$ cat src/video_timing_pkg.sv
// video timing package: raster line states and default sync geometry
package video_timing_pkg;

	// horizontal line state of the TV raster
	typedef enum logic
	{
		HS_ACTIVE,
		HS_BLANK
	} h_state_t;

	// geometry in TV pixels per line
	// kept tiny so a whole frame fits a short sim run
	localparam int TV_H_TOTAL = 16;
	localparam int TV_H_ACTIVE = 12;

	// geometry in TV lines per frame
	localparam int TV_V_TOTAL = 6;
	localparam int TV_V_ACTIVE = 4;

	// one TV pixel spans two clk cycles
	// one VGA line spans TV_H_TOTAL clocks, two per TV line
	// VGA horizontal blank is TV_H_TOTAL - TV_H_ACTIVE clocks

	// raster counter widths for the defaults
	localparam int TV_H_W = $clog2(TV_H_TOTAL);
	localparam int TV_V_W = $clog2(TV_V_TOTAL);

	// blank window lengths for the defaults
	localparam int TV_H_BLANK = TV_H_TOTAL - TV_H_ACTIVE;
	localparam int TV_V_BLANK = TV_V_TOTAL - TV_V_ACTIVE;

	// clocks per TV line and per frame
	localparam int TV_LINE_CLKS = 2 * TV_H_TOTAL;
	localparam int TV_FRAME_CLKS = TV_LINE_CLKS * TV_V_TOTAL;

endpackage

$ cat src/video_ctl_if.sv
// video control interface: timing strobes from the sync generator to its consumers
interface video_ctl_if (
	input logic clk
);

	// mode level, TV when low
	logic vga_on;

	// TV pixel strobe, every second clk
	logic c6;

	// blank windows of both rasters
	logic tv_blank;
	logic vga_blank;

	// which VGA copy of the TV line is running
	logic vga_line;

	// nibble selects, bit 0 for VGA, bit 1 for TV
	logic [1:0] plex_sel;

	// generator side
	modport sync (input clk, input vga_on,
		output c6, output tv_blank, output vga_blank, output vga_line, output plex_sel);

	// scan doubler side, strobes only
	modport scan (input clk, input c6, input tv_blank, input vga_blank, input vga_line);

	// output stage side
	modport out (input clk, input vga_on, input c6, input tv_blank, input vga_blank,
		input vga_line, input plex_sel);

endinterface

$ cat src/video_scandbl.sv
// scan doubler: stores each TV line and replays it twice at VGA pixel rate
module video_scandbl #(
	parameter int H_ACTIVE = video_timing_pkg::TV_H_ACTIVE
) (
	input logic clk,
	video_ctl_if.scan ctl,
	input logic [7:0] pix_in,
	output logic [7:0] pix_out
);

	localparam int AW = $clog2(H_ACTIVE + 1);

	// ping-pong line store, one bank written while the other is read
	logic [7:0] line_mem [2][H_ACTIVE];
	logic [AW-1:0] wr_addr;
	logic [AW-1:0] wa;
	logic [AW-1:0] rd_addr;
	logic wr_bank;
	logic wbank;
	logic c6_q;
	logic vga_line_q;
	logic restart;
	logic line_start;

	// c6 high on two clocks in a row only while the sync generator restarts
	assign restart = ctl.c6 & c6_q;
	// second VGA copy ending means a new TV line
	assign line_start = vga_line_q & ~ctl.vga_line;

	// bank flips on the first clk of the line, which already carries pixel 0
	always_comb
	begin
		if (restart)
			wbank = 1'b0;
		else if (line_start)
			wbank = ~wr_bank;
		else
			wbank = wr_bank;
	end

	assign wa = restart ? '0 : wr_addr;

	always_ff @(posedge clk)
	begin
		c6_q <= ctl.c6;
		vga_line_q <= ctl.vga_line;
		wr_bank <= wbank;
		// write side, one address per active TV pixel
		if (ctl.c6 && !ctl.tv_blank)
			wr_addr <= wa + 1'b1;
		else if (ctl.tv_blank)
			wr_addr <= '0;
		// read side, one address per clk in the VGA active window
		if (ctl.vga_blank)
			rd_addr <= '0;
		else
			rd_addr <= rd_addr + 1'b1;
	end

	always_ff @(posedge clk)
	begin
		if (ctl.c6 && !ctl.tv_blank)
			line_mem[wbank][wa] <= pix_in;
	end

	// previous line from the other bank
	assign pix_out = line_mem[~wbank][rd_addr];

endmodule

$ cat src/flat_wrapper.sv
// flat-port wrapper written by rule: the top's interface ports become plain ports
module video_scandbl_flat 
#(
	parameter int H_ACTIVE = video_timing_pkg::TV_H_ACTIVE
)
  (clk, pix_in, pix_out, ctl_c6, ctl_tv_blank, ctl_vga_blank, ctl_vga_line);
  video_ctl_if ctl_i (.clk(clk));
  input logic clk;
  input logic [7:0] pix_in;
  output logic [7:0] pix_out;
  input wire logic [$bits(ctl_i.c6)-1:0] ctl_c6;
  input wire logic [$bits(ctl_i.tv_blank)-1:0] ctl_tv_blank;
  input wire logic [$bits(ctl_i.vga_blank)-1:0] ctl_vga_blank;
  input wire logic [$bits(ctl_i.vga_line)-1:0] ctl_vga_line;
  assign ctl_i.c6 = ctl_c6;
  assign ctl_i.tv_blank = ctl_tv_blank;
  assign ctl_i.vga_blank = ctl_vga_blank;
  assign ctl_i.vga_line = ctl_vga_line;
  video_scandbl #(.H_ACTIVE(H_ACTIVE)) u_core (.clk(clk), .ctl(ctl_i), .pix_in(pix_in), .pix_out(pix_out));
endmodule
$ cat config.mk
export PLATFORM = sky130hd
export DESIGN_NAME = video_scandbl_flat
export DESIGN_NICKNAME = d
export VERILOG_FILES = /design/src/video_timing_pkg.sv /design/src/video_ctl_if.sv /design/src/video_scandbl.sv /design/src/flat_wrapper.sv
export SDC_FILE = /design/constraint.sdc
export NUM_CORES = 1
export LEC_CHECK = 0
export ABC_AREA = 0
export BUFFER_PORTS_ARGS = -buffer_cell sky130_fd_sc_hd__buf_2
export CAP_MARGIN = 20
export CORE_MARGIN = 4
export CORE_UTILIZATION = 66
export DETAILED_ROUTE_END_ITERATION = 10
export PLACE_DENSITY = 0.84
export SKIP_LAST_GASP = 1
export SYNTH_ARGS = -nofsm -noshare
export SYNTH_HDL_FRONTEND = slang
export SYNTH_SLANG_ARGS = --single-unit
$ cat constraint.sdc
create_clock -name clk -period 3.25 [get_ports clk]
set_input_delay 0.1625 -clock clk [delete_from_list [all_inputs] [get_ports clk]]
set_output_delay 0.1625 -clock clk [all_outputs]
set_load 0.01 [all_outputs]
### After elaboration in Yosys (flattened, before gate mapping)

Memories as Yosys holds them, arrays and structs flattened.
Index checks and enable logic that the tools add are counted.

| word-level totals | value |
|---|---|
| memories | 1 |
| flip-flop bits (word level) | 11 |
| memory bits (writable) | 192 |

| operators by class | value |
|---|---|
| reduce and logical (&&, ||, !) cells | 4 |
| add/subtract/negate cells | 2 |
| mux-type cells | 12 |
| order comparisons | 3 |
| bitwise logic cells | 7 |

Memory list:

| name | depth | width | rd ports | clocked after Yosys merged registers in | write ports | RTL line | RTL |
|---|---|---|---|---|---|---|---|
| u_core.line_mem | 2 | 96 | 1 | 0 | 1 | video_scandbl.sv:14 | `logic [7:0] line_mem [2][H_ACTIVE];` |

Operators by type and width:

| kind | number |
|---|---|
| $mux 96 | 1 |
| $bmux 8 s4 | 1 |
| $demux 8 s4 | 1 |
| $mux 8 | 3 |
| $mux 4 | 3 |
| $ge 5x5->1 const B | 2 |
| $not 4->5 | 2 |
| $add 4x1->4 const B | 2 |
| $lt 5x1->1 const B | 1 |
| $mux 1 | 3 |
| $not 1->1 | 3 |
| $and 1x1->1 | 2 |
| $logic_and 1x1->1 | 2 |
| $reduce_bool 2->1 | 1 |
| $logic_not 1->1 | 1 |

### Longest topological paths before layout

An unclocked memory read counts as a cell.

| depth | value |
|---|---|
| depth after elaboration | 9 |
| gate-level depth with buffers | 9 |
| gate-level depth less buffers | 6 |

### Least setup slack after synthesis

OpenSTA, ideal clock, no wires.

| path | value |
|---|---|
| path kind | reg2out |
| start | register u_core.rd_addr[0] |
| end | output port pix_out[0] |
| data required time | 3087 ps |
| cell stages (with the launch flop) | 7 |
| slack | 1291 ps |
| buffers on the path | 2 |
| arrival | 1796 ps |
| cells stage by stage | dfxtp_1 -> buf_6 -> buf_4 -> mux4_2 -> mux4_2 -> nand2b_1 -> o21ai_1 |

| between the ends | value |
|---|---|
| longest elaborated chain between the ends | 4 |

RTL lines:

| what | RTL line | RTL |
|---|---|---|
| start, declared | video_scandbl.sv:17 | `logic [AW-1:0] rd_addr;` |
| start signal, assigned | video_scandbl.sv:57 | `rd_addr <= rd_addr + 1'b1;` |
| $not 4->5 | video_scandbl.sv:67 | `assign pix_out = line_mem[~wbank][rd_addr];` |
| $bmux 8 s4 | video_scandbl.sv:67 |  |
| $mux 8 (not written as such) (2 in series) | video_scandbl.sv:67 |  |
| end, declared | flat_wrapper.sv:10 | `output logic [7:0] pix_out;` |

Every way passes these cells. The select of a mux whose other input is x is not followed.

### Worst setup path after layout

| path | value |
|---|---|
| start | register u_core.rd_addr[0] |
| end | output port pix_out[4] |

The elaborated chain is that of the path after synthesis.

==> summary.md <==
* Inserted Clock Buffers: 20
* global-route usage over all layers: 23.7%
* unrepaired setup endpoints after global routing: no
* share of Yosys cell area claimed by the top area cell type: 73.6%
* total setup buffers inserted after CTS: 0
* Reg2Reg Launch Point: u_core.vga_line_q
* met3 wire length: 1090 um
* leakage component of the power: 2.85 nW
* FP Rows: 39
* Fin. Hold Viols: 0
* total of flip-flops plus latches after synthesis: 203
* area of the core: 11600 um^2
* CTS tree: built
* number of nets in the finished design: 446
* achievable frequency: 0.337 GHz
* met2 wirelength from detailed routing: 8200 um
* met1 wire length: 5960 um
* violation count after the first detailed-routing iteration: 464
* count of placed standard cells in the final layout, fillers left out: 584
* worst-case reg-to-reg path depth: 6
* routed wire length: 15700 um
* run status: complete, no violations
* Clock Tree Root: clkbuf_16
* cell count after synthesis: 391
* number of primary I/O pins: 21
* clock tree skew after final layout: 9.37 ps
* time the worst path needs with I/O delays and setup: 2960 ps
* gr ovfl total: 0
* post-placement cell count: 546
* iteration count of the initial detailed-routing pass: 5
* signed area change from the synthesized netlist to the final layout: 11.8%
* antenna violations before repair: 0
* Filler cells: 618
* Worst EP required: 3090 ps
* number of vias after detailed routing: 3907
* HPWL after detailed placement: 9930 um
* maximum number of pins on one net before global-route repair: 25
* library cell with the largest summed area after synthesis: edfxtp_1
* cell depth of the worst min-delay path: 2
* most common library cell in the layout ignoring fill and taps: edfxtp_1
* number of sinks handled by clock tree synthesis: 203
* per-instance average area after synthesis: 20.4 um^2
* maximum fanout count along the critical path: 19
* Horiz. Die Dim: 118 um
* share of the yosys chip area belonging to registers: 75.4%
* number of antenna cells inserted: 0
* worst hold slack: 59.0 ps
* clock-pin slew of the registers on the worst-case setup and hold paths: 60 ps
* crit end category: primary output
* CTS Buffer Depth: 3
* clock latency at the later pin of the worst-skew pair: 480 ps
* setup_tns: 0 ps
* detail-routed net length per standard cell: 26.9 um
* layout cells sized above 1: 26.1%
* pins over their slew limit: 0
* number of maximum-capacitance violations: 0
* startpoint types: flip-flop
* net count after synthesis: 409
* number of different library cells in the post-synthesis netlist: 32
* leading cell types in the layout, fill and taps excluded: edfxtp_1, mux4_2, nor2_1
* ratio of total power to cell area: 646 nW/um^2
* global-route wire length before repair: 24800 um
* vias per cell: 6.69
* area of the mapped netlist: 7990 um^2
* Die Area: 13900 um^2
* Reg2Reg Capture Point: u_core.line_mem[1][90]
* endpoints failing setup: 0
* slew of the pin with the lowest slew margin: 932 ps
* Register-to-Register Setup Slack: 820 ps
* WP data arrival: 2800 ps
* Worst Hold Launch: ctl_tv_blank
* type of the tightest min-delay check: input pin to flip-flop
* # port buffers: 20
* total DRC errors in the routed layout: 0
* worst-case headroom to the max-slew limit: 37.6%
* final period utilization: 91.2%
* worst voltage drop across the vdd grid: 0.562 mV
* count of nets left with antenna violations after detail routing: 0
* flip-flop and latch area: 6030 um^2
* initial core utilization: 68.8%
* end point of the worst hold path: u_core.wr_addr[0]
* H-tree depth: 1
* top routing layer in use: met4
* Yosys warnings: 0
* die height: 118 um
* class of the most critical setup path: flip-flop to primary output
* weighted congestion reported at the end of routability-driven placement: 0.772
* cells taking the most area after synthesis: edfxtp_1, mux4_2, mux2i_1
* number of global-route vias before repair: 4190
* multi-input logic area: 1850 um^2
## timing repair
action / in CTS / in global routing
gates resized for setup: 0 / 0
hold buffers: 3 / 0
endpoints found under the hold margin: 6 / 0
## worst max-delay path by stage
| stage | endpoint | from | slack (ps) | cells after the start |
|---|---|---|---|---|
| 6_report | pix_out[4] | u_core.rd_addr[0] | 290 | 6 |
| 5_1_grt | pix_out[3] | u_core.rd_addr[0] | 80 | 6 |
| 4_1_cts | pix_out[4] | u_core.rd_addr[0] | 230 | 6 |
| 3_5_place_dp | u_core.line_mem[1][92] | ctl_vga_line | 740 | 7 |
| 3_3_place_gp | pix_out[4] | u_core.rd_addr[0] | 830 | 6 |
| 2_1_floorplan | pix_out[0] | u_core.rd_addr[0] | 1290 | 6 |
## where the power goes
| group | leakage, nW | internal (mW) | switching [mW] |
|---|---|---|---|
| sequential | 1.83 | 2.90 | 0.0339 |
| clock | 0.328 | 1.41 | 0.918 |
| combinational | 0.689 | 0.233 | 0.271 |
| total | 2.85 | 4.55 | 1.22 |
## per-stage QoR
stage / power, mW / area [um^2] / utilization, % / setup slack (ps)
6_report: 5.77 / 8930 / 76.9 / 286
5_1_grt: 5.97 / 8930 / 76.9 / 83.6
4_1_cts: 5.80 / 8930 / 76.9 / 225
3_5_place_dp: 3.49 / 8230 / 70.9 / 745
3_3_place_gp: 3.47 / 8230 / 70.9 / 832
2_1_floorplan: 3.34 / 7990 / - / 1290
## flip-flops by register name, summed over array words and instances, names as in the netlist
name / cells
u_core.c6_q: 1
u_core.line_mem: 192
u_core.rd_addr: 4
u_core.vga_line_q: 1
u_core.wr_addr: 4
u_core.wr_bank: 1
## per-layer routing
layer / GRT usage (%) / up-vias
met5: 0 / -
met4: 7.18 / 0
met3: 3.94 / 35
met2: 39.8 / 180
met1: 32.6 / 2038
li1: - / 1654
## cells in the mapped netlist
| library cell | count |
|---|---|
| o221a_2 | 1 |
| nor2_2 | 1 |
| xor2_1 | 2 |
| nor3b_1 | 1 |
| a21oi_1 | 3 |
| o21ai_0 | 4 |
| xor2_2 | 1 |
| nand3_1 | 8 |
| o22ai_1 | 7 |
| nand2_1 | 12 |
| buf_2 | 4 |
| inv_1 | 2 |
| ha_1 | 5 |
| buf_1 | 1 |
| dfxtp_1 | 7 |
| xnor2_1 | 3 |
| a21o_1 | 2 |
| a31oi_1 | 2 |
| edfxtp_1 | 196 |
| buf_6 | 4 |
| nor2b_1 | 4 |
| or2_2 | 1 |
| and2_1 | 2 |
| clkbuf_1 | 4 |
| nand2b_4 | 1 |
| buf_4 | 4 |
| o21ai_1 | 5 |
| nor3_1 | 1 |
| nand2b_1 | 8 |
| mux2i_1 | 15 |
| mux4_2 | 49 |
| nor2_1 | 31 |
## cell families after synthesis
| logic type | Yosys count | share of synthesized area, % |
|---|---|---|
| DFF | 203 | 75.4 |
| and+or+nand+nor | 70 | 4.10 |
| muxes | 64 | 15.7 |
| AOI/OAI and AO/OA | 24 | 1.78 |
| buffers and inverters | 19 | 1.52 |
| xor gates and xnor gates | 6 | 0.751 |
| adders and majority gates | 5 | 0.783 |
## area by class of cell
cell class | instances | share of cell area, %
Sequential cell | 203 | 67.5
Multi-Input combinational cell | 169 | 20.7
Clock buffer | 23 | 5.97
Timing Repair Buffer | 32 | 2.21
Tap cell | 143 | 2.00
Clock inverter | 12 | 1.54
Inverter | 2 | 0.0840
## critical path, stage by stage, from the launching register on
cell      delay (ps)
dfxtp_2          530
buf_4            380
mux4_2           560
mux4_2           480
nand2b_1         110
o21ai_1           90
buf_2            160
No activity file was read; power rests on OpenSTA's default activity.
