==> src/palette_pkg.sv <==
// palette package: CRAM word layout and PWM dither patterns for the 2:2:2 DAC
package palette_pkg;

	// CRAM depth 256 entries
	localparam int CRAM_AW = 8;

	// per channel field widths
	localparam int COARSE_W = 2;
	localparam int FINE_W = 3;

	// one channel: DAC level on top, dither level below
	typedef struct packed
	{
		logic [COARSE_W-1:0] coarse;
		logic [FINE_W-1:0] fine;
	} chan_t;

	// 15-bit palette word, red in the top bits
	typedef struct packed
	{
		chan_t red;
		chan_t grn;
		chan_t blu;
	} cram_word_t;

	// dither masks, row by fine level, bit by PWM phase
	// popcount of row n is n, spread over the 8 phases
	localparam logic [7:0] PWM_PATTERN [8] = '{
		8'h00, 8'h01, 8'h41, 8'h45, 8'hA5, 8'hA7, 8'hD7, 8'hDF
	};

endpackage

==> src/video_ctl_if.sv <==
// video control interface: timing strobes from the sync generator to its consumers
interface video_ctl_if (
	input logic clk
);

	// mode level, TV when low
	logic vga_on;

	// TV pixel strobe, every second clk
	logic c6;

	// blank windows of both rasters
	logic tv_blank;
	logic vga_blank;

	// which VGA copy of the TV line is running
	logic vga_line;

	// nibble selects, bit 0 for VGA, bit 1 for TV
	logic [1:0] plex_sel;

	// generator side
	modport sync (input clk, input vga_on,
		output c6, output tv_blank, output vga_blank, output vga_line, output plex_sel);

	// scan doubler side, strobes only
	modport scan (input clk, input c6, input tv_blank, input vga_blank, input vga_line);

	// output stage side
	modport out (input clk, input vga_on, input c6, input tv_blank, input vga_blank,
		input vga_line, input plex_sel);

endinterface

==> src/video_cram.sv <==
// palette RAM: 256 entries of 15 bits, CPU write port and registered video read port
module video_cram (
	input logic clk,
	input logic [palette_pkg::CRAM_AW-1:0] wr_addr,
	input palette_pkg::cram_word_t wr_data,
	input logic we,
	input logic [palette_pkg::CRAM_AW-1:0] rd_addr,
	output palette_pkg::cram_word_t q
);
	import palette_pkg::*;

	localparam int DEPTH = 2 ** CRAM_AW;

	// palette storage
	cram_word_t mem [DEPTH];

	// CPU side
	always_ff @(posedge clk)
	begin
		if (we)
			mem[wr_addr] <= wr_data;
	end

	// video side, old word on a same-cycle write to this entry
	always_ff @(posedge clk)
	begin
		q <= mem[rd_addr];
	end

endmodule

==> src/video_out.sv <==
// video output stage: stream mux, hi-res split, palette lookup and PWM dither to the DAC
module video_out (
	input logic clk,
	input logic rst,
	video_ctl_if.out ctl,
	input logic hires,
	input logic [7:0] vplex_in,
	input logic [7:0] vgaplex,
	input logic [palette_pkg::CRAM_AW-1:0] cram_addr_in,
	input palette_pkg::cram_word_t cram_data_in,
	input logic cram_we,
	output logic [1:0] vred,
	output logic [1:0] vgrn,
	output logic [1:0] vblu
);
	import palette_pkg::*;

	logic [7:0] vplex;
	logic [7:0] plex;
	logic nib_sel;
	logic [CRAM_AW-1:0] vdata;
	logic blank;
	logic blank_q;
	logic [2:0] ph;
	logic [2:0] phase;
	logic [2:0] phase_q;
	cram_word_t vpixel;
	cram_word_t vpix;

	// one step up when this phase's mask bit is set, DAC tops out at 3
	function automatic logic [COARSE_W-1:0] dither(chan_t c, logic [2:0] p);
		logic [7:0] mask;
		mask = PWM_PATTERN[c.fine];
		if (mask[p] && (c.coarse != 2'd3))
			return c.coarse + 1'b1;
		return c.coarse;
	endfunction

	// TV index held for the whole pixel
	always_ff @(posedge clk)
	begin
		if (ctl.c6)
			vplex <= vplex_in;
	end

	assign plex = ctl.vga_on ? vgaplex : vplex;
	assign nib_sel = ctl.vga_on ? ctl.plex_sel[0] : ctl.plex_sel[1];
	// hi-res uses the top 16 entries, low nibble while select is high
	assign vdata = hires ? {4'hF, nib_sel ? plex[3:0] : plex[7:4]} : plex;
	assign blank = ctl.vga_on ? ctl.vga_blank : ctl.tv_blank;

	// free phase counter
	// VGA alternates lines, so vga_line takes the top phase bit
	assign phase = ctl.vga_on ? {ctl.vga_line, ph[1:0]} : ph;

	// blank and phase follow the CRAM read by one clk
	always_ff @(posedge clk)
	begin
		if (rst)
		begin
			ph <= '0;
			phase_q <= '0;
			blank_q <= 1'b1;
		end
		else
		begin
			ph <= ph + 1'b1;
			phase_q <= phase;
			blank_q <= blank;
		end
	end

	video_cram u_video_cram (
		.clk     (clk),
		.wr_addr (cram_addr_in),
		.wr_data (cram_data_in),
		.we      (cram_we),
		.rd_addr (vdata),
		.q       (vpixel)
	);

	assign vpix = blank_q ? '0 : vpixel;

	// registered DAC levels
	always_ff @(posedge clk)
	begin
		if (rst)
		begin
			vred <= '0;
			vgrn <= '0;
			vblu <= '0;
		end
		else
		begin
			vred <= dither(vpix.red, phase_q);
			vgrn <= dither(vpix.grn, phase_q);
			vblu <= dither(vpix.blu, phase_q);
		end
	end

endmodule

==> src/flat_wrapper.sv <==
// flat-port wrapper written by rule: the top's interface ports become plain ports
module video_out_flat import palette_pkg::*;
  (clk, rst, hires, vplex_in, vgaplex, cram_addr_in, cram_data_in, cram_we, vred, vgrn, vblu, ctl_vga_on, ctl_c6, ctl_tv_blank, ctl_vga_blank, ctl_vga_line, ctl_plex_sel);
  video_ctl_if ctl_i (.clk(clk));
  input logic clk;
  input logic rst;
  input logic hires;
  input logic [7:0] vplex_in;
  input logic [7:0] vgaplex;
  input logic [palette_pkg::CRAM_AW-1:0] cram_addr_in;
  input palette_pkg::cram_word_t cram_data_in;
  input logic cram_we;
  output logic [1:0] vred;
  output logic [1:0] vgrn;
  output logic [1:0] vblu;
  input wire logic [$bits(ctl_i.vga_on)-1:0] ctl_vga_on;
  input wire logic [$bits(ctl_i.c6)-1:0] ctl_c6;
  input wire logic [$bits(ctl_i.tv_blank)-1:0] ctl_tv_blank;
  input wire logic [$bits(ctl_i.vga_blank)-1:0] ctl_vga_blank;
  input wire logic [$bits(ctl_i.vga_line)-1:0] ctl_vga_line;
  input wire logic [$bits(ctl_i.plex_sel)-1:0] ctl_plex_sel;
  assign ctl_i.vga_on = ctl_vga_on;
  assign ctl_i.c6 = ctl_c6;
  assign ctl_i.tv_blank = ctl_tv_blank;
  assign ctl_i.vga_blank = ctl_vga_blank;
  assign ctl_i.vga_line = ctl_vga_line;
  assign ctl_i.plex_sel = ctl_plex_sel;
  video_out u_core (.clk(clk), .rst(rst), .ctl(ctl_i), .hires(hires), .vplex_in(vplex_in), .vgaplex(vgaplex), .cram_addr_in(cram_addr_in), .cram_data_in(cram_data_in), .cram_we(cram_we), .vred(vred), .vgrn(vgrn), .vblu(vblu));
endmodule
==> config.mk <==
export PLATFORM = sky130hd
export DESIGN_NAME = video_out_flat
export DESIGN_NICKNAME = d
export VERILOG_FILES = /design/src/palette_pkg.sv /design/src/video_ctl_if.sv /design/src/video_cram.sv /design/src/video_out.sv /design/src/flat_wrapper.sv
export SDC_FILE = /design/constraint.sdc
export NUM_CORES = 2
export LEC_CHECK = 0
export BUFFER_PORTS_ARGS = -buffer_cell sky130_fd_sc_hd__buf_4
export CORE_MARGIN = 3
export CORE_UTILIZATION = 40
export DETAILED_ROUTE_END_ITERATION = 10
export GPL_ROUTABILITY_DRIVEN = 0
export SYNTH_ARGS = -nofsm -noshare
export SYNTH_HDL_FRONTEND = slang
export SYNTH_HIERARCHICAL = 1
export SYNTH_SLANG_ARGS = --single-unit
export TNS_END_PERCENT = 30
==> constraint.sdc <==
create_clock -name clk -period 4.81 [get_ports clk]
set_clock_uncertainty 0.15 [all_clocks]
set_input_delay 0.962 -clock clk [delete_from_list [all_inputs] [get_ports clk]]
set_output_delay 0.962 -clock clk [all_outputs]
set_load 0.03 [all_outputs]
# Word level (Yosys, flattened, before mapping)
# Memory sizes are Yosys's and may differ from the RTL's. A register that Yosys moved wholly into a read port is not among the register bits.
# Index checks and enable logic that the tools add are counted.
[totals]
ram_bits = 3840
ff_bits = 21
wordCells = 61
in_bits = 50
n_memories = 4
romBits = 192
[memory_table]
columns = ["memory", "words", "width", "read_ports", "rd_ports_with_merged_regs", "write_ports", "line_no", "rtl"]
rows = [
  ["u_core.u_video_cram.mem", 256, 15, 1, 1, 1, "video_cram.sv:15", "cram_word_t mem [DEPTH];"],
  ["(name not given)", 8, 8, 1, 0, 0, "video_out.sv:33", "mask = PWM_PATTERN[c.fine];"],
  ["(name not given)", 8, 8, 1, 0, 0, "video_out.sv:33", ""],
  ["(name not given)", 8, 8, 1, 0, 0, "video_out.sv:33", ""],
]
[classes]
n_lt_le_gt_ge = 4
bitwise_logic = 3
reduce_logical = 3
muxes = 33
eq_ne = 3
add_sub_neg = 4
[op_table]
columns = ["operator", "n"]
rows = [
  ["2-to-1 mux 8 bit", 8],
  ["2-to-1 mux 15 bit", 1],
  ["2-to-1 mux 1 bit", 13],
  ["greater-or-equal comparator 4 bit (second input constant)", 3],
  ["2-to-1 mux 2 bit", 6],
  ["inverter 3 -> 4 bit", 3],
  ["binary-select mux 1 bit (select 3 bit)", 3],
  ["adder 2 x 1 -> 2 bit (second input constant)", 3],
  ["!= test 2 bit (second input constant)", 3],
  ["< comparator 3 x 4 -> 1 bit (second input constant)", 1],
  ["2-to-1 mux 4 bit", 1],
  ["adder 3 x 1 -> 3 bit (second input constant)", 1],
  ["logical AND 1 bit", 3],
  ["2-to-1 mux 3 bit", 1],
]

# Depth between registers and ports, before layout
[depth]
depth_word = 11
ltp_mapped = 16

# Modules after synthesis
# The synthesis kept the hierarchy.
[modules_own_cells]
columns = ["module", "area_each_um2", "cells_each", "instances"]
rows = [
  ["video_cram", 147611.6, 6708, 1],
  ["video_out", 1144.8, 102, 1],
]

# Worst setup path after synthesis
# OpenSTA, ideal clock, no wires.
[synth_path]
path_type = "input -> register"
startpoint = "input ctl_vga_on"
endpoint = "register u_core/u_video_cram/q[10] (netlist name)"
path_slack_ps = 973
stages = 13
required_time_ps = 4533
setup_time_ps = 127
arrival_ps = 3560
path_cell_list = "buf_2 mux2i_1 nand2_1 mux4_2 buf_6 buf_12 buf_6 buf_2 mux4_2 a22oi_1 a21oi_1 a211oi_1 nor4_1"
[synth_between]
elab_chain_len = 3
elab_cells_between_ends = 4
cone_classes = "mux (4)"
[synth_rtl]
columns = ["item", "line_no", "rtl"]
rows = [
  ["start, declared", "flat_wrapper.sv:16", "input wire logic [$bits(ctl_i.vga_on)-1:0] ctl_vga_on;"],
  ["2-to-1 mux 8 bit or 2-to-1 mux 1 bit (tied branches)", "video_out.sv:46, video_out.sv:47", ""],
  ["2-to-1 mux 4 bit", "video_out.sv:49", "assign vdata = hires ? {4'hF, nib_sel ? plex[3:0] : plex[7:4]} : plex;"],
  ["2-to-1 mux 8 bit (*)", "video_out.sv:49", ""],
  ["named net u_core.vdata[0]", "video_out.sv:21", "logic [CRAM_AW-1:0] vdata;"],
]
# Mark *: on every way through the listed nets, which the timed path passes. The rest lies on a longest branch.
# A chain may end at the register's enable or synchronous reset.

# Worst setup path in the final report
[layout_path]
startpoint = "input ctl_vga_on"
endpoint = "register u_core/u_video_cram/q[9] (netlist name)"
[layout_between]
elab_chain_len = 3
elab_cells_between_ends = 4
cone_classes = "mux (4)"
[layout_rtl]
columns = ["item", "line_no"]
rows = [
  ["2-to-1 mux 8 bit or 2-to-1 mux 1 bit (tied branches)", "video_out.sv:46, video_out.sv:47"],
  ["2-to-1 mux 4 bit", "video_out.sv:49"],
  ["2-to-1 mux 8 bit (*)", "video_out.sv:49"],
  ["named net u_core.vdata[0]", "video_out.sv:21"],
]
# Marked as above.

==> results.sh <==
export IMPL_powerDensity_nw_per_um2=429
export IMPL_worstHoldEndpoint="u_core/vplex[3]"
export IMPL_die_x_um=616
export IMPL_ios=56
export IMPL_ff2ff_path_depth=11
export IMPL_ys_seq_elements=3876
export IMPL_drive_gt1_share_pct=29.5
export IMPL_comb_power_share_pct=9.6
export IMPL_cts_made_buffers=395
export IMPL_synth_async_reset_ratio_pct=0
export IMPL_required_ns=5.46
export IMPL_syn_inst=6810
export IMPL_relSlewSlack_pct=14.1
export IMPL_syn_area_um2=149000
export IMPL_setup_tns_final_ns=0
export IMPL_synth_area_leader_cell="edfxtp_1"
export IMPL_cts_sinks=3876
export IMPL_reg2reg_to="u_core/u_video_cram/q[9]"
export IMPL_routed_wl_um=399000
export IMPL_ys_types=63
export IMPL_use_met3_pct=3.12
export IMPL_cap_viol_max_count=0
export IMPL_n_fill_cell=30300
export IMPL_die_h_um=616
export IMPL_num_vias=74900
export IMPL_hp_class="input pin to flop"
export IMPL_r2r_slack_ns=0.15
export IMPL_cts_tree="built"
export IMPL_portBuffers=55
export IMPL_r2r_start="u_core/vplex[4]"
export IMPL_viasPerCell=5.78
export IMPL_cp_arrival_ns=5.40
export IMPL_total_power_mw=74.3
export IMPL_p_int_mw=57.2
export IMPL_swShare_pct=23.0
export IMPL_grt_overflow_total=0
export IMPL_met2_usage_pct=33.7
export IMPL_synth_most_common_cell="edfxtp_1"
export IMPL_worstHoldStart="ctl_c6"
export IMPL_nets=7737
export IMPL_synth_edf_count=3848
export IMPL_antenna_left=0
export IMPL_stdcell_count=13000
export IMPL_synth_seq_area_share_pct=78.1
export IMPL_coreArea_um2=370000
export IMPL_wl_per_cell_um=30.8
export IMPL_syn2layout_area_growth_pct=16.3
export IMPL_clk_pin_slew_ns=0.06
export IMPL_finalSetupViolCount=0
export IMPL_synth_top_area_share_pct=77.7
export IMPL_hold_viol=0
export IMPL_drc_errors=0
export IMPL_drtIter0Drc=9273
export IMPL_ir_drop_mv=0.290
export IMPL_postCtsSetupRepairBufs=0
export IMPL_cp_start_kind="input pin"
export IMPL_clk_path_buf_depth=4
export IMPL_grt_pass1_wl_um=567000
export IMPL_synthTopCellsByArea="edfxtp_1, mux4_2, mux2i_1"
export IMPL_clkPwrFrac_pct=40.1
export IMPL_grt_use_met1_pct=28.9
export IMPL_clk_latency_ns=0.98
export IMPL_worstPathMaxFanout=25
export IMPL_yosysWarnings=6
export IMPL_p_seq_share_pct=50.3
export IMPL_tightest_slew_ns=1.29
export IMPL_initial_core_util_pct=40.2
export IMPL_final_min_clock_period_ns=4.75
export IMPL_grt_max_degree=144
export IMPL_yosys_most_used_dff="edfxtp_1"
export IMPL_timing_final_crit_share_pct=98.7
export IMPL_placed_cells=12200
export IMPL_synth_common_cells="edfxtp_1, mux4_2, nor2_1"
export IMPL_grt_busiest_layer="met2"
export IMPL_rsz0062_at_grt="no"
export IMPL_fmax_ghz=0.211
export IMPL_root_buffer="clkbuf_16"
export IMPL_antenna_found_initial=20
export IMPL_num_rows=223
export IMPL_track_usage_pct=20.7
export IMPL_htree_levels=5
export IMPL_crit_path_end_kind="flop"
export IMPL_grt_pass1_vias=74500
export IMPL_synth_avg_cell_area_um2=21.8
export IMPL_syn_nets=6864
export IMPL_dp_hpwl_um=248000
export IMPL_holdPathStages=1
export IMPL_first_pass_iters=6
export IMPL_die_area_um2=379000
export IMPL_crit_type="input pin to flop"
export IMPL_p_sw_mw=17.1
export IMPL_power_leakage_nw=54.7
export IMPL_status="finished, final reports clean"
export IMPL_maxSlewViolCount=0
## power by group through the flow
stage / Clock [mW] / Sequential (mW) / Combinational (mW)
6_report: 29.8 / 37.3 / 7.13
5_1_grt: 31.7 / 37.3 / 7.46
4_1_cts: 30.3 / 37.3 / 7.18
3_5_place_dp: 0 / 38.0 / 7.15
3_3_place_gp: 0 / 38.0 / 7.09
2_1_floorplan: 0 / 38.0 / 3.90
## critical path, cell delays in order
cell,delay (ns)
buf_4,0.12
mux2i_1,0.11
nand2_1,0.16
mux4_4,0.85
buf_12,0.25
buf_12,0.19
buf_12,0.20
mux4_2,0.43
a22o_1,0.27
a221oi_1,0.40
buf_4,0.23
o32ai_1,0.11
nor3_1,0.91
nor3b_1,0.10
## worst max-delay path by stage
stage,slack (ns),end,depth (start not counted),start
after detailed placement,-0.78,u_core/u_video_cram/q[9],14,ctl_vga_on
after CTS,0.22,u_core/u_video_cram/q[9],14,ctl_vga_on
after global routing,0.03,u_core/u_video_cram/q[9],14,ctl_vga_on
after floorplan,0.97,u_core/u_video_cram/q[10],13,ctl_vga_on
after global placement,-0.93,u_core/u_video_cram/q[9],14,ctl_vga_on
final,0.06,u_core/u_video_cram/q[9],14,ctl_vga_on
## cell usage in the layout (no fill, tap or decap), types with 16 or more instances in the layout
master,synthesis,routed
bufinv_16,0,33
clkbuf_1,172,73
o21ai_0,47,47
dfxtp_1,28,28
nor2b_1,50,46
clkinv_1,1,103
nor3_1,37,37
mux4_2,830,826
clkinv_2,0,62
edfxtp_1,3848,3848
a221oi_1,51,51
nor2_1,301,292
buf_4,55,777
a31oi_1,16,16
a21oi_1,165,165
nor4_1,26,22
a211oi_1,43,43
o221ai_1,77,77
mux2i_1,232,232
nand3_1,32,28
nand2_1,68,67
diode_2,0,16
a22oi_1,222,222
o22ai_1,103,103
mux2_2,66,66
clkinvlp_4,0,16
buf_12,9,88
clkbuf_16,0,397
nand2b_1,17,16
a22o_1,21,21
## per-layer routing
| metal | part of all wire [%] | vias up | wire length [um] |
|---|---|---|---|
| li1 | - | 30700 | - |
| met1 | 40 | 40400 | 161000 |
| met2 | 49 | 3340 | 195000 |
| met3 | 7.7 | 518 | 30800 |
| met4 | 3.1 | 0 | 12300 |
| met5 | 0 | - | 0 |
## layout make-up
| type | count | area, um2 | share of cell area [%] |
|---|---|---|---|
| Sequential cell | 3876 | 116000 | 67.1 |
| Inverter | 5 | 18.8 | 0.0108 |
| Clock inverter | 242 | 2270 | 1.31 |
| Multi-Input combinational cell | 2517 | 30200 | 17.5 |
| Tap cell | 4950 | 6190 | 3.58 |
| Clock buffer | 473 | 10200 | 5.92 |
| Antenna cell | 16 | 40.0 | 0.0231 |
| Timing Repair Buffer | 888 | 7900 | 4.57 |
## cell families (layout without fill, tap and decap cells)
logic type,count (synthesis),after routing,synth area share [%]
adders and majority gates,4,4,0.0336
DFF,3876,3876,78.1
muxes,1131,1131,14.6
other,0,16,0
and+or+nand+nor,587,587,1.83
xor gates and xnor gates,1,1,0.00589
buffers and inverters,417,1608,1.71
AOI/OAI and AO/OA,794,794,3.71
## repair_timing
action,CTS,global route
resized for setup,0,0
hold buffers,8,0
hold endpoints to repair,8,0
## through the flow
stage | hold WS, ns | area [um2] | utilization, % | setup WS, ns
6_report | 0.165 | 173000 | 46.8 | 0.0622
5_1_grt | 0.116 | 173000 | 46.8 | 0.0268
4_1_cts | 0.0848 | 173000 | 46.8 | 0.224
3_5_place_dp | 0.278 | 160000 | 43.4 | -0.780
3_3_place_gp | 0.274 | 160000 | 43.4 | -0.932
2_1_floorplan | 0.263 | 149000 | - | 0.973
## registers in the layout, indices dropped and copies added, names as in the netlist, 2 cells and up
signal	count
u_core/u_video_cram/mem	3840
u_core/u_video_cram/q	15
u_core/vplex	8
u_core/ph	3
u_core/phase_q	3
u_core/vblu	2
u_core/vgrn	2
u_core/vred	2
Note: power is estimated with default switching activity, not from simulation.
