### src/video_timing_pkg.sv
// video timing package: raster line states and default sync geometry
package video_timing_pkg;

	// horizontal line state of the TV raster
	typedef enum logic
	{
		HS_ACTIVE,
		HS_BLANK
	} h_state_t;

	// geometry in TV pixels per line
	// kept tiny so a whole frame fits a short sim run
	localparam int TV_H_TOTAL = 16;
	localparam int TV_H_ACTIVE = 12;

	// geometry in TV lines per frame
	localparam int TV_V_TOTAL = 6;
	localparam int TV_V_ACTIVE = 4;

	// one TV pixel spans two clk cycles
	// one VGA line spans TV_H_TOTAL clocks, two per TV line
	// VGA horizontal blank is TV_H_TOTAL - TV_H_ACTIVE clocks

	// raster counter widths for the defaults
	localparam int TV_H_W = $clog2(TV_H_TOTAL);
	localparam int TV_V_W = $clog2(TV_V_TOTAL);

	// blank window lengths for the defaults
	localparam int TV_H_BLANK = TV_H_TOTAL - TV_H_ACTIVE;
	localparam int TV_V_BLANK = TV_V_TOTAL - TV_V_ACTIVE;

	// clocks per TV line and per frame
	localparam int TV_LINE_CLKS = 2 * TV_H_TOTAL;
	localparam int TV_FRAME_CLKS = TV_LINE_CLKS * TV_V_TOTAL;

endpackage

### src/video_ctl_if.sv
// video control interface: timing strobes from the sync generator to its consumers
interface video_ctl_if (
	input logic clk
);

	// mode level, TV when low
	logic vga_on;

	// TV pixel strobe, every second clk
	logic c6;

	// blank windows of both rasters
	logic tv_blank;
	logic vga_blank;

	// which VGA copy of the TV line is running
	logic vga_line;

	// nibble selects, bit 0 for VGA, bit 1 for TV
	logic [1:0] plex_sel;

	// generator side
	modport sync (input clk, input vga_on,
		output c6, output tv_blank, output vga_blank, output vga_line, output plex_sel);

	// scan doubler side, strobes only
	modport scan (input clk, input c6, input tv_blank, input vga_blank, input vga_line);

	// output stage side
	modport out (input clk, input vga_on, input c6, input tv_blank, input vga_blank,
		input vga_line, input plex_sel);

endinterface

### src/video_sync.sv
// video sync generator: raster counters, blank windows, pixel strobe and nibble selects
module video_sync #(
	parameter int H_TOTAL = video_timing_pkg::TV_H_TOTAL,
	parameter int H_ACTIVE = video_timing_pkg::TV_H_ACTIVE,
	parameter int V_TOTAL = video_timing_pkg::TV_V_TOTAL,
	parameter int V_ACTIVE = video_timing_pkg::TV_V_ACTIVE
) (
	input logic clk,
	input logic rst,
	video_ctl_if.sync ctl
);
	import video_timing_pkg::*;

	localparam int HW = $clog2(H_TOTAL);
	localparam int VW = $clog2(V_TOTAL);
	localparam logic [HW-1:0] H_LAST = HW'(H_TOTAL - 1);
	localparam logic [HW-1:0] H_ACT_LAST = HW'(H_ACTIVE - 1);
	localparam logic [HW-1:0] VGA_HBLANK = HW'(H_TOTAL - H_ACTIVE);
	localparam logic [VW-1:0] V_LAST = VW'(V_TOTAL - 1);
	localparam logic [VW-1:0] V_ACT = VW'(V_ACTIVE);

	h_state_t h_state;
	logic [HW-1:0] h_cnt;
	logic [HW-1:0] hl_cnt;
	logic [VW-1:0] v_cnt;
	logic c6;
	logic vga_line;
	logic [1:0] plex_sel;
	logic tv_vblank;
	logic vga_vblank;

	// pixel strobe, half-line counter and nibble toggles run every clk
	always_ff @(posedge clk)
	begin
		if (rst)
		begin
			c6 <= 1'b1;
			hl_cnt <= '0;
			vga_line <= 1'b0;
			plex_sel <= '0;
		end
		else
		begin
			c6 <= ~c6;
			plex_sel[0] <= ~plex_sel[0];
			if (c6)
				plex_sel[1] <= ~plex_sel[1];
			// one VGA line is H_TOTAL clocks, two of them per TV line
			if (hl_cnt == H_LAST)
			begin
				hl_cnt <= '0;
				vga_line <= ~vga_line;
			end
			else
				hl_cnt <= hl_cnt + 1'b1;
		end
	end

	// TV raster moves one pixel per c6
	always_ff @(posedge clk)
	begin
		if (rst)
		begin
			h_cnt <= '0;
			v_cnt <= '0;
			h_state <= HS_ACTIVE;
		end
		else if (c6)
		begin
			if (h_cnt == H_LAST)
			begin
				h_cnt <= '0;
				v_cnt <= (v_cnt == V_LAST) ? '0 : v_cnt + 1'b1;
			end
			else
				h_cnt <= h_cnt + 1'b1;
			case (h_state)
				HS_ACTIVE:
					if (h_cnt == H_ACT_LAST)
						h_state <= HS_BLANK;
				HS_BLANK:
					if (h_cnt == H_LAST)
						h_state <= HS_ACTIVE;
				default:
					h_state <= HS_ACTIVE;
			endcase
		end
	end

	assign tv_vblank = v_cnt >= V_ACT;
	// VGA replays the previous TV line, so its frame sits one line later
	assign vga_vblank = (v_cnt == '0) || (v_cnt > V_ACT);

	assign ctl.c6 = c6;
	assign ctl.tv_blank = (h_state == HS_BLANK) || tv_vblank;
	// hblank leads each VGA line
	assign ctl.vga_blank = (hl_cnt < VGA_HBLANK) || vga_vblank;
	assign ctl.vga_line = vga_line;
	assign ctl.plex_sel = plex_sel;

endmodule

### src/flat_wrapper.sv
// flat-port wrapper written by rule: the top's interface ports become plain ports
module video_sync_flat import video_timing_pkg::*;
#(
	parameter int H_TOTAL = video_timing_pkg::TV_H_TOTAL,
	parameter int H_ACTIVE = video_timing_pkg::TV_H_ACTIVE,
	parameter int V_TOTAL = video_timing_pkg::TV_V_TOTAL,
	parameter int V_ACTIVE = video_timing_pkg::TV_V_ACTIVE
)
  (clk, rst, ctl_vga_on, ctl_c6, ctl_tv_blank, ctl_vga_blank, ctl_vga_line, ctl_plex_sel);
  video_ctl_if ctl_i (.clk(clk));
  input logic clk;
  input logic rst;
  input wire logic [$bits(ctl_i.vga_on)-1:0] ctl_vga_on;
  output wire logic [$bits(ctl_i.c6)-1:0] ctl_c6;
  output wire logic [$bits(ctl_i.tv_blank)-1:0] ctl_tv_blank;
  output wire logic [$bits(ctl_i.vga_blank)-1:0] ctl_vga_blank;
  output wire logic [$bits(ctl_i.vga_line)-1:0] ctl_vga_line;
  output wire logic [$bits(ctl_i.plex_sel)-1:0] ctl_plex_sel;
  assign ctl_i.vga_on = ctl_vga_on;
  assign ctl_c6 = ctl_i.c6;
  assign ctl_tv_blank = ctl_i.tv_blank;
  assign ctl_vga_blank = ctl_i.vga_blank;
  assign ctl_vga_line = ctl_i.vga_line;
  assign ctl_plex_sel = ctl_i.plex_sel;
  video_sync #(.H_TOTAL(H_TOTAL), .H_ACTIVE(H_ACTIVE), .V_TOTAL(V_TOTAL), .V_ACTIVE(V_ACTIVE)) u_core (.clk(clk), .rst(rst), .ctl(ctl_i));
endmodule
### config.mk
export PLATFORM = sky130hd
export DESIGN_NAME = video_sync_flat
export DESIGN_NICKNAME = d
export VERILOG_FILES = /design/src/video_timing_pkg.sv /design/src/video_ctl_if.sv /design/src/video_sync.sv /design/src/flat_wrapper.sv
export SDC_FILE = /design/constraint.sdc
export NUM_CORES = 1
export LEC_CHECK = 0
export BUFFER_PORTS_ARGS = -buffer_cell sky130_fd_sc_hd__buf_4
export CAP_MARGIN = 15
export CELL_PAD_IN_SITES_DETAIL_PLACEMENT = 1
export CELL_PAD_IN_SITES_GLOBAL_PLACEMENT = 1
export CORE_UTILIZATION = 37
export CTS_CLUSTER_SIZE = 28
export DETAILED_ROUTE_END_ITERATION = 10
export PLACE_DENSITY = 0.67
export SLEW_MARGIN = 25
export SYNTH_ARGS = -nofsm -noshare
export SYNTH_HDL_FRONTEND = slang
export SYNTH_SLANG_ARGS = --single-unit
### constraint.sdc
create_clock -name clk -period 4 [get_ports clk]
set_input_delay 0.2 -clock clk [delete_from_list [all_inputs] [get_ports clk]]
set_output_delay 0.2 -clock clk [all_outputs]
set_load 0.03 [all_outputs]
## After elaboration in Yosys (flattened, before gate mapping)

Index checks and enable logic that the tools add are counted.
W data, S select, Z words.

- Muxes and demuxes: 5
- $add $sub $neg: 3
- Equality and inequality tests: 4
- Reductions and logical operators: 6
- Bitwise logic cells: 5
- Order comparisons: 3

Operator list:

| cell | count |
|---|---|
| $eq A4 B4 Y1 const B | 3 |
| $add A4 B1 Y4 const B | 2 |
| $not A1 Y1 | 5 |
| $lt A4 B3 Y1 const B | 1 |
| $mux W4 | 1 |
| $add A3 B1 Y3 const B | 1 |
| $eq A3 B3 Y1 const B | 1 |
| $ge A3 B3 Y1 const B | 1 |
| $gt A3 B3 Y1 const B | 1 |
| $logic_not A3 Y1 | 1 |
| $logic_or A1 B1 Y1 | 3 |
| $mux W3 | 1 |
| $mux W1 | 2 |
| $pmux W1 S2 | 1 |
| $reduce_and A2 Y1 | 1 |
| $reduce_or A2 Y1 | 1 |

- Word-level logic and storage cells: 34
- Bits in registers: 16
- Output and inout bits: 6
- Input bits: 3

## Depth between registers and ports, before layout

Gate-level depths: netlist of the first run.

- Depth in word-level cells: 3
- Depth in mapped cells: 4
- Mapped depth without buffers: 4

## Worst setup path after synthesis of the first run

No wires, ideal clock.

- Path kind: reg-to-reg
- Start: register u_core.c6 (netlist: u_core.ctl.c6)
- End: register u_core.v_cnt[1]
- Cell stages (with the launch flop): 5
- Clock period less this slack: 1344 ps
- Data arrival time: 1274 ps
- Data required time: 3930 ps
- Buffers on the path: 1
- Slack: 2656 ps
- Setup time: 70 ps
- Cells stage by stage: dfxtp_1 buf_6 nand4_2 or4_1 a21oi_1

- Word-level cells in the longest chain between the ends: 1

RTL lines:

| item | RTL line | source |
|---|---|---|
| start, declared | video_sync.sv:26 | `logic c6;` |
| start signal, assigned | video_sync.sv:44 | `c6 <= ~c6;` |
| $reduce_and A2 Y1 (no source line) | -- |  |
| end signal, assigned | video_sync.sv:73 | `v_cnt <= (v_cnt == V_LAST) ? '0 : v_cnt + 1'b1;` |
| end, declared | video_sync.sv:25 | `logic [VW-1:0] v_cnt;` |

No other way between the ends.
A chain may end at the register's enable or synchronous reset.

## Worst setup path in the final report of the first run

- Start: register u_core.h_cnt[0]
- End: register u_core.v_cnt[1]

- Word-level cells in the longest chain between the ends: 2

RTL lines:

| item | RTL line | source |
|---|---|---|
| start, declared | video_sync.sv:23 | `logic [HW-1:0] h_cnt;` |
| start signal, assigned | video_sync.sv:76 | `h_cnt <= h_cnt + 1'b1;` |
| $eq A4 B4 Y1 | video_sync.sv:70 | `if (h_cnt == H_LAST)` |
| $reduce_and A2 Y1 (no source line) | -- |  |

No other way between the ends.

==> results by group, run 1 <==
Global route
  • Pin count of the biggest net entering global routing: 17
  • Overflow after GRT: 0
  • Grt met1 use: between 10% and 20%
  • Met2 Usage GRT: 21.2%
  • M3 GR Usage: between 7 and 8%
  • First-pass GRT wire length: 2030 um
  • Total track usage: roughly 15%
  • GRT busiest layer: met2
  • Initial antenna violation count: 0
  • Vias in the first global route: 450

CTS
  • Post-CTS setup buffer count: 0
  • Num Clock Sinks: 16
  • Post-CTS sizing: 0
  • Clock Latency Late Sink: around 0.29 ns
  • CTS clk-pin slew, worst paths: around 0.090 ns
  • H-tree Lvls: 1
  • CTS Buf Count: 3
  • Clock Tree Buf Depth: 2
  • Clock root cell: clkbuf_4
  • Hold_buf cts: 0
  • CTS tree: done

Power
  • Peak supply drop: approximately 0.00032 V
  • Leakage power: slightly below 0.3 nW
  • P per Cell Area: 418 nW/um2

Worst setup path
  • Crit start category: flip-flop
  • Critical Path Max Stage Delay: 0.43 ns
  • Crit end category: flip-flop
  • Crit-path max FO: 6
  • CP Cell Sequence: ha_1, nand4_2, or4_1, a21oi_1
  • WS Path Type: reg -> reg
  • Delay-heaviest family, CP: simple AND/OR/NAND/NOR gates
  • Slowest-stage cell, CP: or4_1
  • Buf/Inv on CP: 0
  • Worst Path Required: approximately 4.2 ns
  • CP Launch Point: u_core.h_cnt[0]
  • Critical R2R Launch: u_core.h_cnt[0]
  • WP data arrival: 1.69 ns

Timing
  • Max-Slew Margin vs Limit: about three quarters
  • # setup viols final: 0
  • Slew @ Worst Pin: ~0.4 ns
  • Final Hold Viols: 0
  • Setup TNS: 0 ns
  • Final worst slack: 2.54 ns
  • Fin crit period: 1.46 ns
  • F_max: around 0.68 GHz
  • Period Utilization, post-route: a little over a third
  • Fin Hold WS: about 0.19 ns
  • Max Slew Vio Count: 0
  • RSZ-0062 raised after global routing: no
  • Clock Skews: around 0.006 ns

Routing
  • Vias post-DR: ~520
  • DRC errors left: 0
  • Drt wl/cell: between 10 and 15 um
  • Via/cell ratio: between 5 and 6
  • Pre-Repair DR Iteration Count: 2
  • DR iter-0 viols: 1
  • Detailed Route WL: 1170 um
  • Antenna Nets Post-Route: 0

Placement
  • DP HPWL: 827 um
  • Port-buffer cells: 7
  • Dpl ws: between 2 and 3 ns
  • Placed insts: 90
  • RePlAce Congestion: about 0.73

Worst hold path
  • Worst Min Path Start: rst
  • Worst min path class: in -> reg

Synth
  • Yosys warnings: 0
  • Synthesized instance count: 69
  • Netlist Area Pre-Place: approximately 650 um2
  • Syn nets: 74
  • Avg Cell Area, Syn: 9.48 um2
  • Post-synthesis sequential area ratio: 48.9%
  • Synth Register Bits: 16
  • Post-synthesis cell type count: 24

Cells and area
  • FILL cells: between 150 and 200
  • Final Net Count: 84
  • Final non-filler cell total: 94
  • Sequential cell area: roughly 320 um2
  • Area of the multi-input gates: 304 um2
  • Area growth syn-to-layout: 13.2%
  • Antenna Cells: 0
  • Final Core Density: a little under half
  • Share of cells above drive strength 1: approximately 18%

Floorplan
  • Core Area: ~1600 um2
  • Die area: between 1500 and 2000 um2
  • Row count: 14
  • Die span in x: 44.1 um
  • Die Y-Extent: between 40 and 50 um
  • Initial Util: between 40% and 50%
  • IO Count: 9

Job
  • Max-Cap Viols: 0

Outcome
  • Status: finished, final reports clean
[layer usage]
layer | part of all wire [%] | vias up
li1 | - | 258
met1 | 46 | 246
met2 | 46 | 9
met3 | 5.1 | 4
met4 | 2.7 | 0
met5 | 0 | -
[layout make-up]
cell class | instances | share of cell area [%]
clock buffer | 4 | 4.90
inverter | 2 | 1.01
multi-input combinational | 49 | 41.0
sequential | 16 | 43.2
tap | 16 | 2.70
timing repair buffer | 7 | 7.09
[through the flow]
stage	cell area, um2	power (W)
floorplan	654	0.000200
global placement	704	0.000206
detailed placement	704	0.000207
CTS	741	0.000315
global route	741	0.000330
finish	741	0.000310
[sequential cells by signal, summed over array words and instances, names as in the netlist]
register,count
u_core.h_cnt,4
u_core.h_state,1
u_core.hl_cnt,4
u_core.ctl.vga_line,1
u_core.v_cnt,3
u_core.ctl.plex_sel,2
u_core.ctl.c6,1
[kinds of logic (layout without fill, tap and decap cells)]
family	Yosys count	in the layout	share of synthesized area (%)
and+or+nand+nor	27	27	23.5
DFF	16	16	48.9
AOI/OAI and AO/OA	14	14	10.9
xor gates and xnor gates	5	5	6.69
buffers and inverters	4	13	4.59
adders and majority gates	2	2	3.82
muxes	1	1	1.53
[cells in the mapped netlist, drive strengths merged]
cell type	instances	area, um2
or4	1	7.51
ha	2	25.0
nand4	1	12.5
a31oi	1	6.26
o21ai	5	25.0
nor3b	1	7.51
buf	2	22.5
inv	2	7.51
or3	1	6.26
nand2	5	18.8
nand3	1	5.00
a21oi	8	40.0
and4	1	10.0
or2	1	6.26
nand4b	2	17.5
nor3	2	10.0
nand3b	1	7.51
dfxtp	16	320
nand2b	2	12.5
and3	1	6.26
xor2	1	8.76
mux2i	1	10.0
nor2	7	26.3
xnor2	4	35.0
[power by group]
part           leakage, nW  internal [W]  switching (W)   total, W
clock               0.0210     0.0000555      0.0000512   0.000107
sequential           0.131      0.000167     0.00000871   0.000176
combinational        0.143     0.0000126      0.0000145  0.0000271
[worst paths after layout]
| path | end | slack [ns] | cells past startpoint |
|---|---|---|---|
| setup / recovery | u_core.v_cnt[1] | 2.54 | 4 |
| hold / removal | u_core.hl_cnt[3] | 0.19 | 2 |
| setup reg to reg | u_core.v_cnt[1] | 2.54 | 4 |
| hold reg to reg | u_core.ctl.plex_sel[0] | 0.42 | 1 |
[placed cells by master, fill, tap and decap left out, drive strengths merged]
cell / n
a21oi: 8
a31oi: 1
and3: 1
and4: 1
buf: 7
clkbuf: 4
dfxtp: 16
ha: 2
inv: 2
mux2i: 1
nand2: 5
nand2b: 2
nand3: 1
nand3b: 1
nand4: 1
nand4b: 2
nor2: 7
nor3: 2
nor3b: 1
o21ai: 5
or2: 1
or3: 1
or4: 1
xnor2: 4
xor2: 1
[worst reg2reg max path, stage by stage (launching register included)]
cell and delay, ns:
dfxtp_1 0.40, ha_1 0.30, nand4_2 0.16, or4_1 0.43, a21oi_1 0.12
Note: power is estimated with default switching activity, not from simulation.
==> run 2: changes to the inputs <==
- CORE_UTILIZATION: 37 -> 36
- PLACE_DENSITY: 0.67 -> 0.68
- clock period: 4 -> 1.2 ns (I/O delays scaled with it)
==> results by group, run 2 (synthesis gave the netlist of run 1 again) <==
Outcome
  • Status: finished, violations left (was finished, final reports clean)
  • Failing checks: negative setup slack

Placement
  • Placed insts: 105 (was 90)
  • Port-buffer cells: 7 (unchanged)
  • RePlAce Congestion: 0.744 (was 0.728)
  • DP HPWL: 914 um (was 827 um)

Floorplan
  • IO Count: 9 (unchanged)
  • Die area: 1990 um2 (was 1940 um2)
  • Row count: 15 (was 14)
  • Die Y-Extent: 44.6 um (was 44.1 um)
  • Core Area: 1710 um2 (was 1580 um2)
  • Initial Util: 38.3% (was 41.5%)
  • Die span in x: 44.6 um (was 44.1 um)

Timing
  • F_max: 0.821 GHz (was 0.684 GHz)
  • Fin Hold WS: 0.0332 ns (was 0.188 ns)
  • Final worst slack: -0.0180 ns (was 2.54 ns)
  • Clock Skews: 0.00681 ns (was 0.00601 ns)
  • Slew @ Worst Pin: 0.223 ns (was 0.392 ns)
  • Fin crit period: 1.22 ns (was 1.46 ns)
  • Final Hold Viols: 0 (unchanged)
  • Max-Slew Margin vs Limit: 85.0% (was 73.9%)
  • Period Utilization, post-route: 102% (was 36.5%)
  • RSZ-0062 raised after global routing: yes (was no)
  • # setup viols final: 1 (was 0)
  • Max Slew Vio Count: 0 (unchanged)

CTS
  • H-tree Lvls: 1 (unchanged)
  • CTS clk-pin slew, worst paths: 0.09 ns (about the same)
  • Clock Latency Late Sink: 0.29 ns (about the same)
  • Hold_buf cts: 0 (unchanged)
  • Post-CTS setup buffer count: 0 (unchanged)
  • Clock root cell: clkbuf_4 (unchanged)
  • CTS Buf Count: 3 (unchanged)
  • Num Clock Sinks: 16 (unchanged)
  • CTS tree: done (unchanged)
  • Clock Tree Buf Depth: 2 (unchanged)

Cells and area
  • Antenna Cells: 0 (unchanged)
  • Top Registers: u_core.h_cnt (4), u_core.hl_cnt (4), u_core.v_cnt (3) (unchanged)
  • Area growth syn-to-layout: 27.7% (was 13.2%)
  • Final Net Count: 90 (was 84)
  • Most frequent cells in the layout: 13 x buf_4, 11 x dfxtp_1, 7 x a21oi_1 (was 16 x dfxtp_1, 8 x a21oi_1, 7 x nor2_1, 7 x buf_4)
  • FILL cells: 205 (was 189)
  • Area of the multi-input gates: 344 um2 (was 304 um2)
  • Final non-filler cell total: 109 (was 94)
  • Sequential cell area: 329 um2 (was 320 um2)
  • Commonest non-fill, non-tap cell in the layout: buf_4 (was dfxtp_1)
  • Share of cells above drive strength 1: 35.7% (was 17.9%)

Worst setup path
  • Crit-path max FO: 4 (was 6)
  • WP data arrival: 1.44 ns (was 1.69 ns)
  • Crit start category: flip-flop (unchanged)
  • Crit end category: flip-flop (unchanged)
  • Cells on worst reg2reg path: 4 (unchanged)
  • WS Path Type: reg -> reg (unchanged)
  • Worst Path Required: 1.43 ns (was 4.23 ns)

Global route
  • Pin count of the biggest net entering global routing: 17 (unchanged)
  • Overflow after GRT: 0 (unchanged)
  • First-pass GRT wire length: 2130 um (was 2030 um)
  • Initial antenna violation count: 0 (unchanged)
  • Vias in the first global route: 502 (was 450)
  • Total track usage: 15.4% (was 15.3%)

Power
  • Leakage power: 0.311 nW (was 0.295 nW)
  • Peak supply drop: 0.000652 V (was 0.000318 V)
  • Net Sw Frac: 25.1% (was 24.0%)
  • Clock share of power: 29.3% (was 34.5%)
  • Reg power frac: 58.5% (was 56.8%)
  • Total power: 0.000996 W (was 0.000310 W)
  • P per Cell Area: 1190 nW/um2 (was 418 nW/um2)
  • Cell Int Power: 0.000746 W (was 0.000235 W)
  • NetSw: 0.000250 W (was 0.0000744 W)
  • Gate power share: 12.2% (was 8.7%)

Worst hold path
  • Worst Hold Path Cells: 2 (unchanged)
  • Worst min path class: in -> reg (unchanged)

Routing
  • Antenna Nets Post-Route: 0 (unchanged)
  • Vias post-DR: 525 (was 517)
  • DRC errors left: 0 (unchanged)
  • Detailed Route WL: 1230 um (was 1170 um)
  • Via/cell ratio: 4.82 (was 5.50)
  • Pre-Repair DR Iteration Count: 1 (was 2)
  • DR iter-0 viols: 0 (was 1)
  • Drt wl/cell: 11.3 um (was 12.5 um)

Job
  • Max-Cap Viols: 0 (unchanged)
## run 2: changes by cell type in the layout (fill, tap and decap cells not counted), sizes merged
cell,delta
buf,+6
## run 2: final cells by class
type / instances / area share (%)
flip-flops and latches: 16 / 39.4
multi-input cells: 49 / 41.2
well taps: 25 / 3.74
inverters: 2 / 0.898
repair buffers: 13 / 11.7
clock buffers: 4 / 3.14
## run 2: power groups by stage
stage | Sequential [W] | Combinational, W | Clock [W]
after floorplan | 0.000611 | 0.0000618 | 0
after global placement | 0.000593 | 0.000118 | 0
after detailed placement | 0.000595 | 0.000122 | 0
after CTS | 0.000584 | 0.000123 | 0.000311
after global routing | 0.000587 | 0.000136 | 0.000326
final | 0.000583 | 0.000121 | 0.000292
## run 2: per-stage QoR
stage | area (um2) | utilization, % | worst slack (ns) | setup TNS, ns
after floorplan | 673 | - | -0.000110 | -0.000110
after global placement | 779 | 45.6 | 0.0258 | 0
after detailed placement | 779 | 45.6 | 0.0106 | 0
after CTS | 818 | 47.9 | -0.0157 | -0.0157
after global routing | 836 | 48.9 | -0.0724 | -0.111
final | 836 | 48.9 | -0.0180 | -0.0180
## run 2: final timing paths
path / slack (ns) / end / from
max: -0.02 / u_core.v_cnt[1] / u_core.h_cnt[0]
min: 0.03 / u_core.v_cnt[1] / rst
max reg2reg: -0.02 / u_core.v_cnt[1] / u_core.h_cnt[0]
min reg2reg: 0.42 / u_core.ctl.plex_sel[0] / u_core.ctl.plex_sel[0]
## run 2: timing repair
item                                    CTS  global route
pin swaps                                 2             0
cloned                                    0             0
resized for setup                         4             6
endpoints found under the setup margin    2             5
## run 2: critical path, cell delays in order, from the launching register on
cell and delay [ns]:
dfxtp_2 0.36, ha_4 0.16, nand4_4 0.10, or4_4 0.42, a21oi_2 0.11
## run 2: metal layers
metal  GRT usage (%)  up-vias  wire, um
li1                -      270         -
met1            18.1      243       566
met2            24.4        8       588
met3            2.45        4        30
met4            12.7        0        46
met5               0        -         0
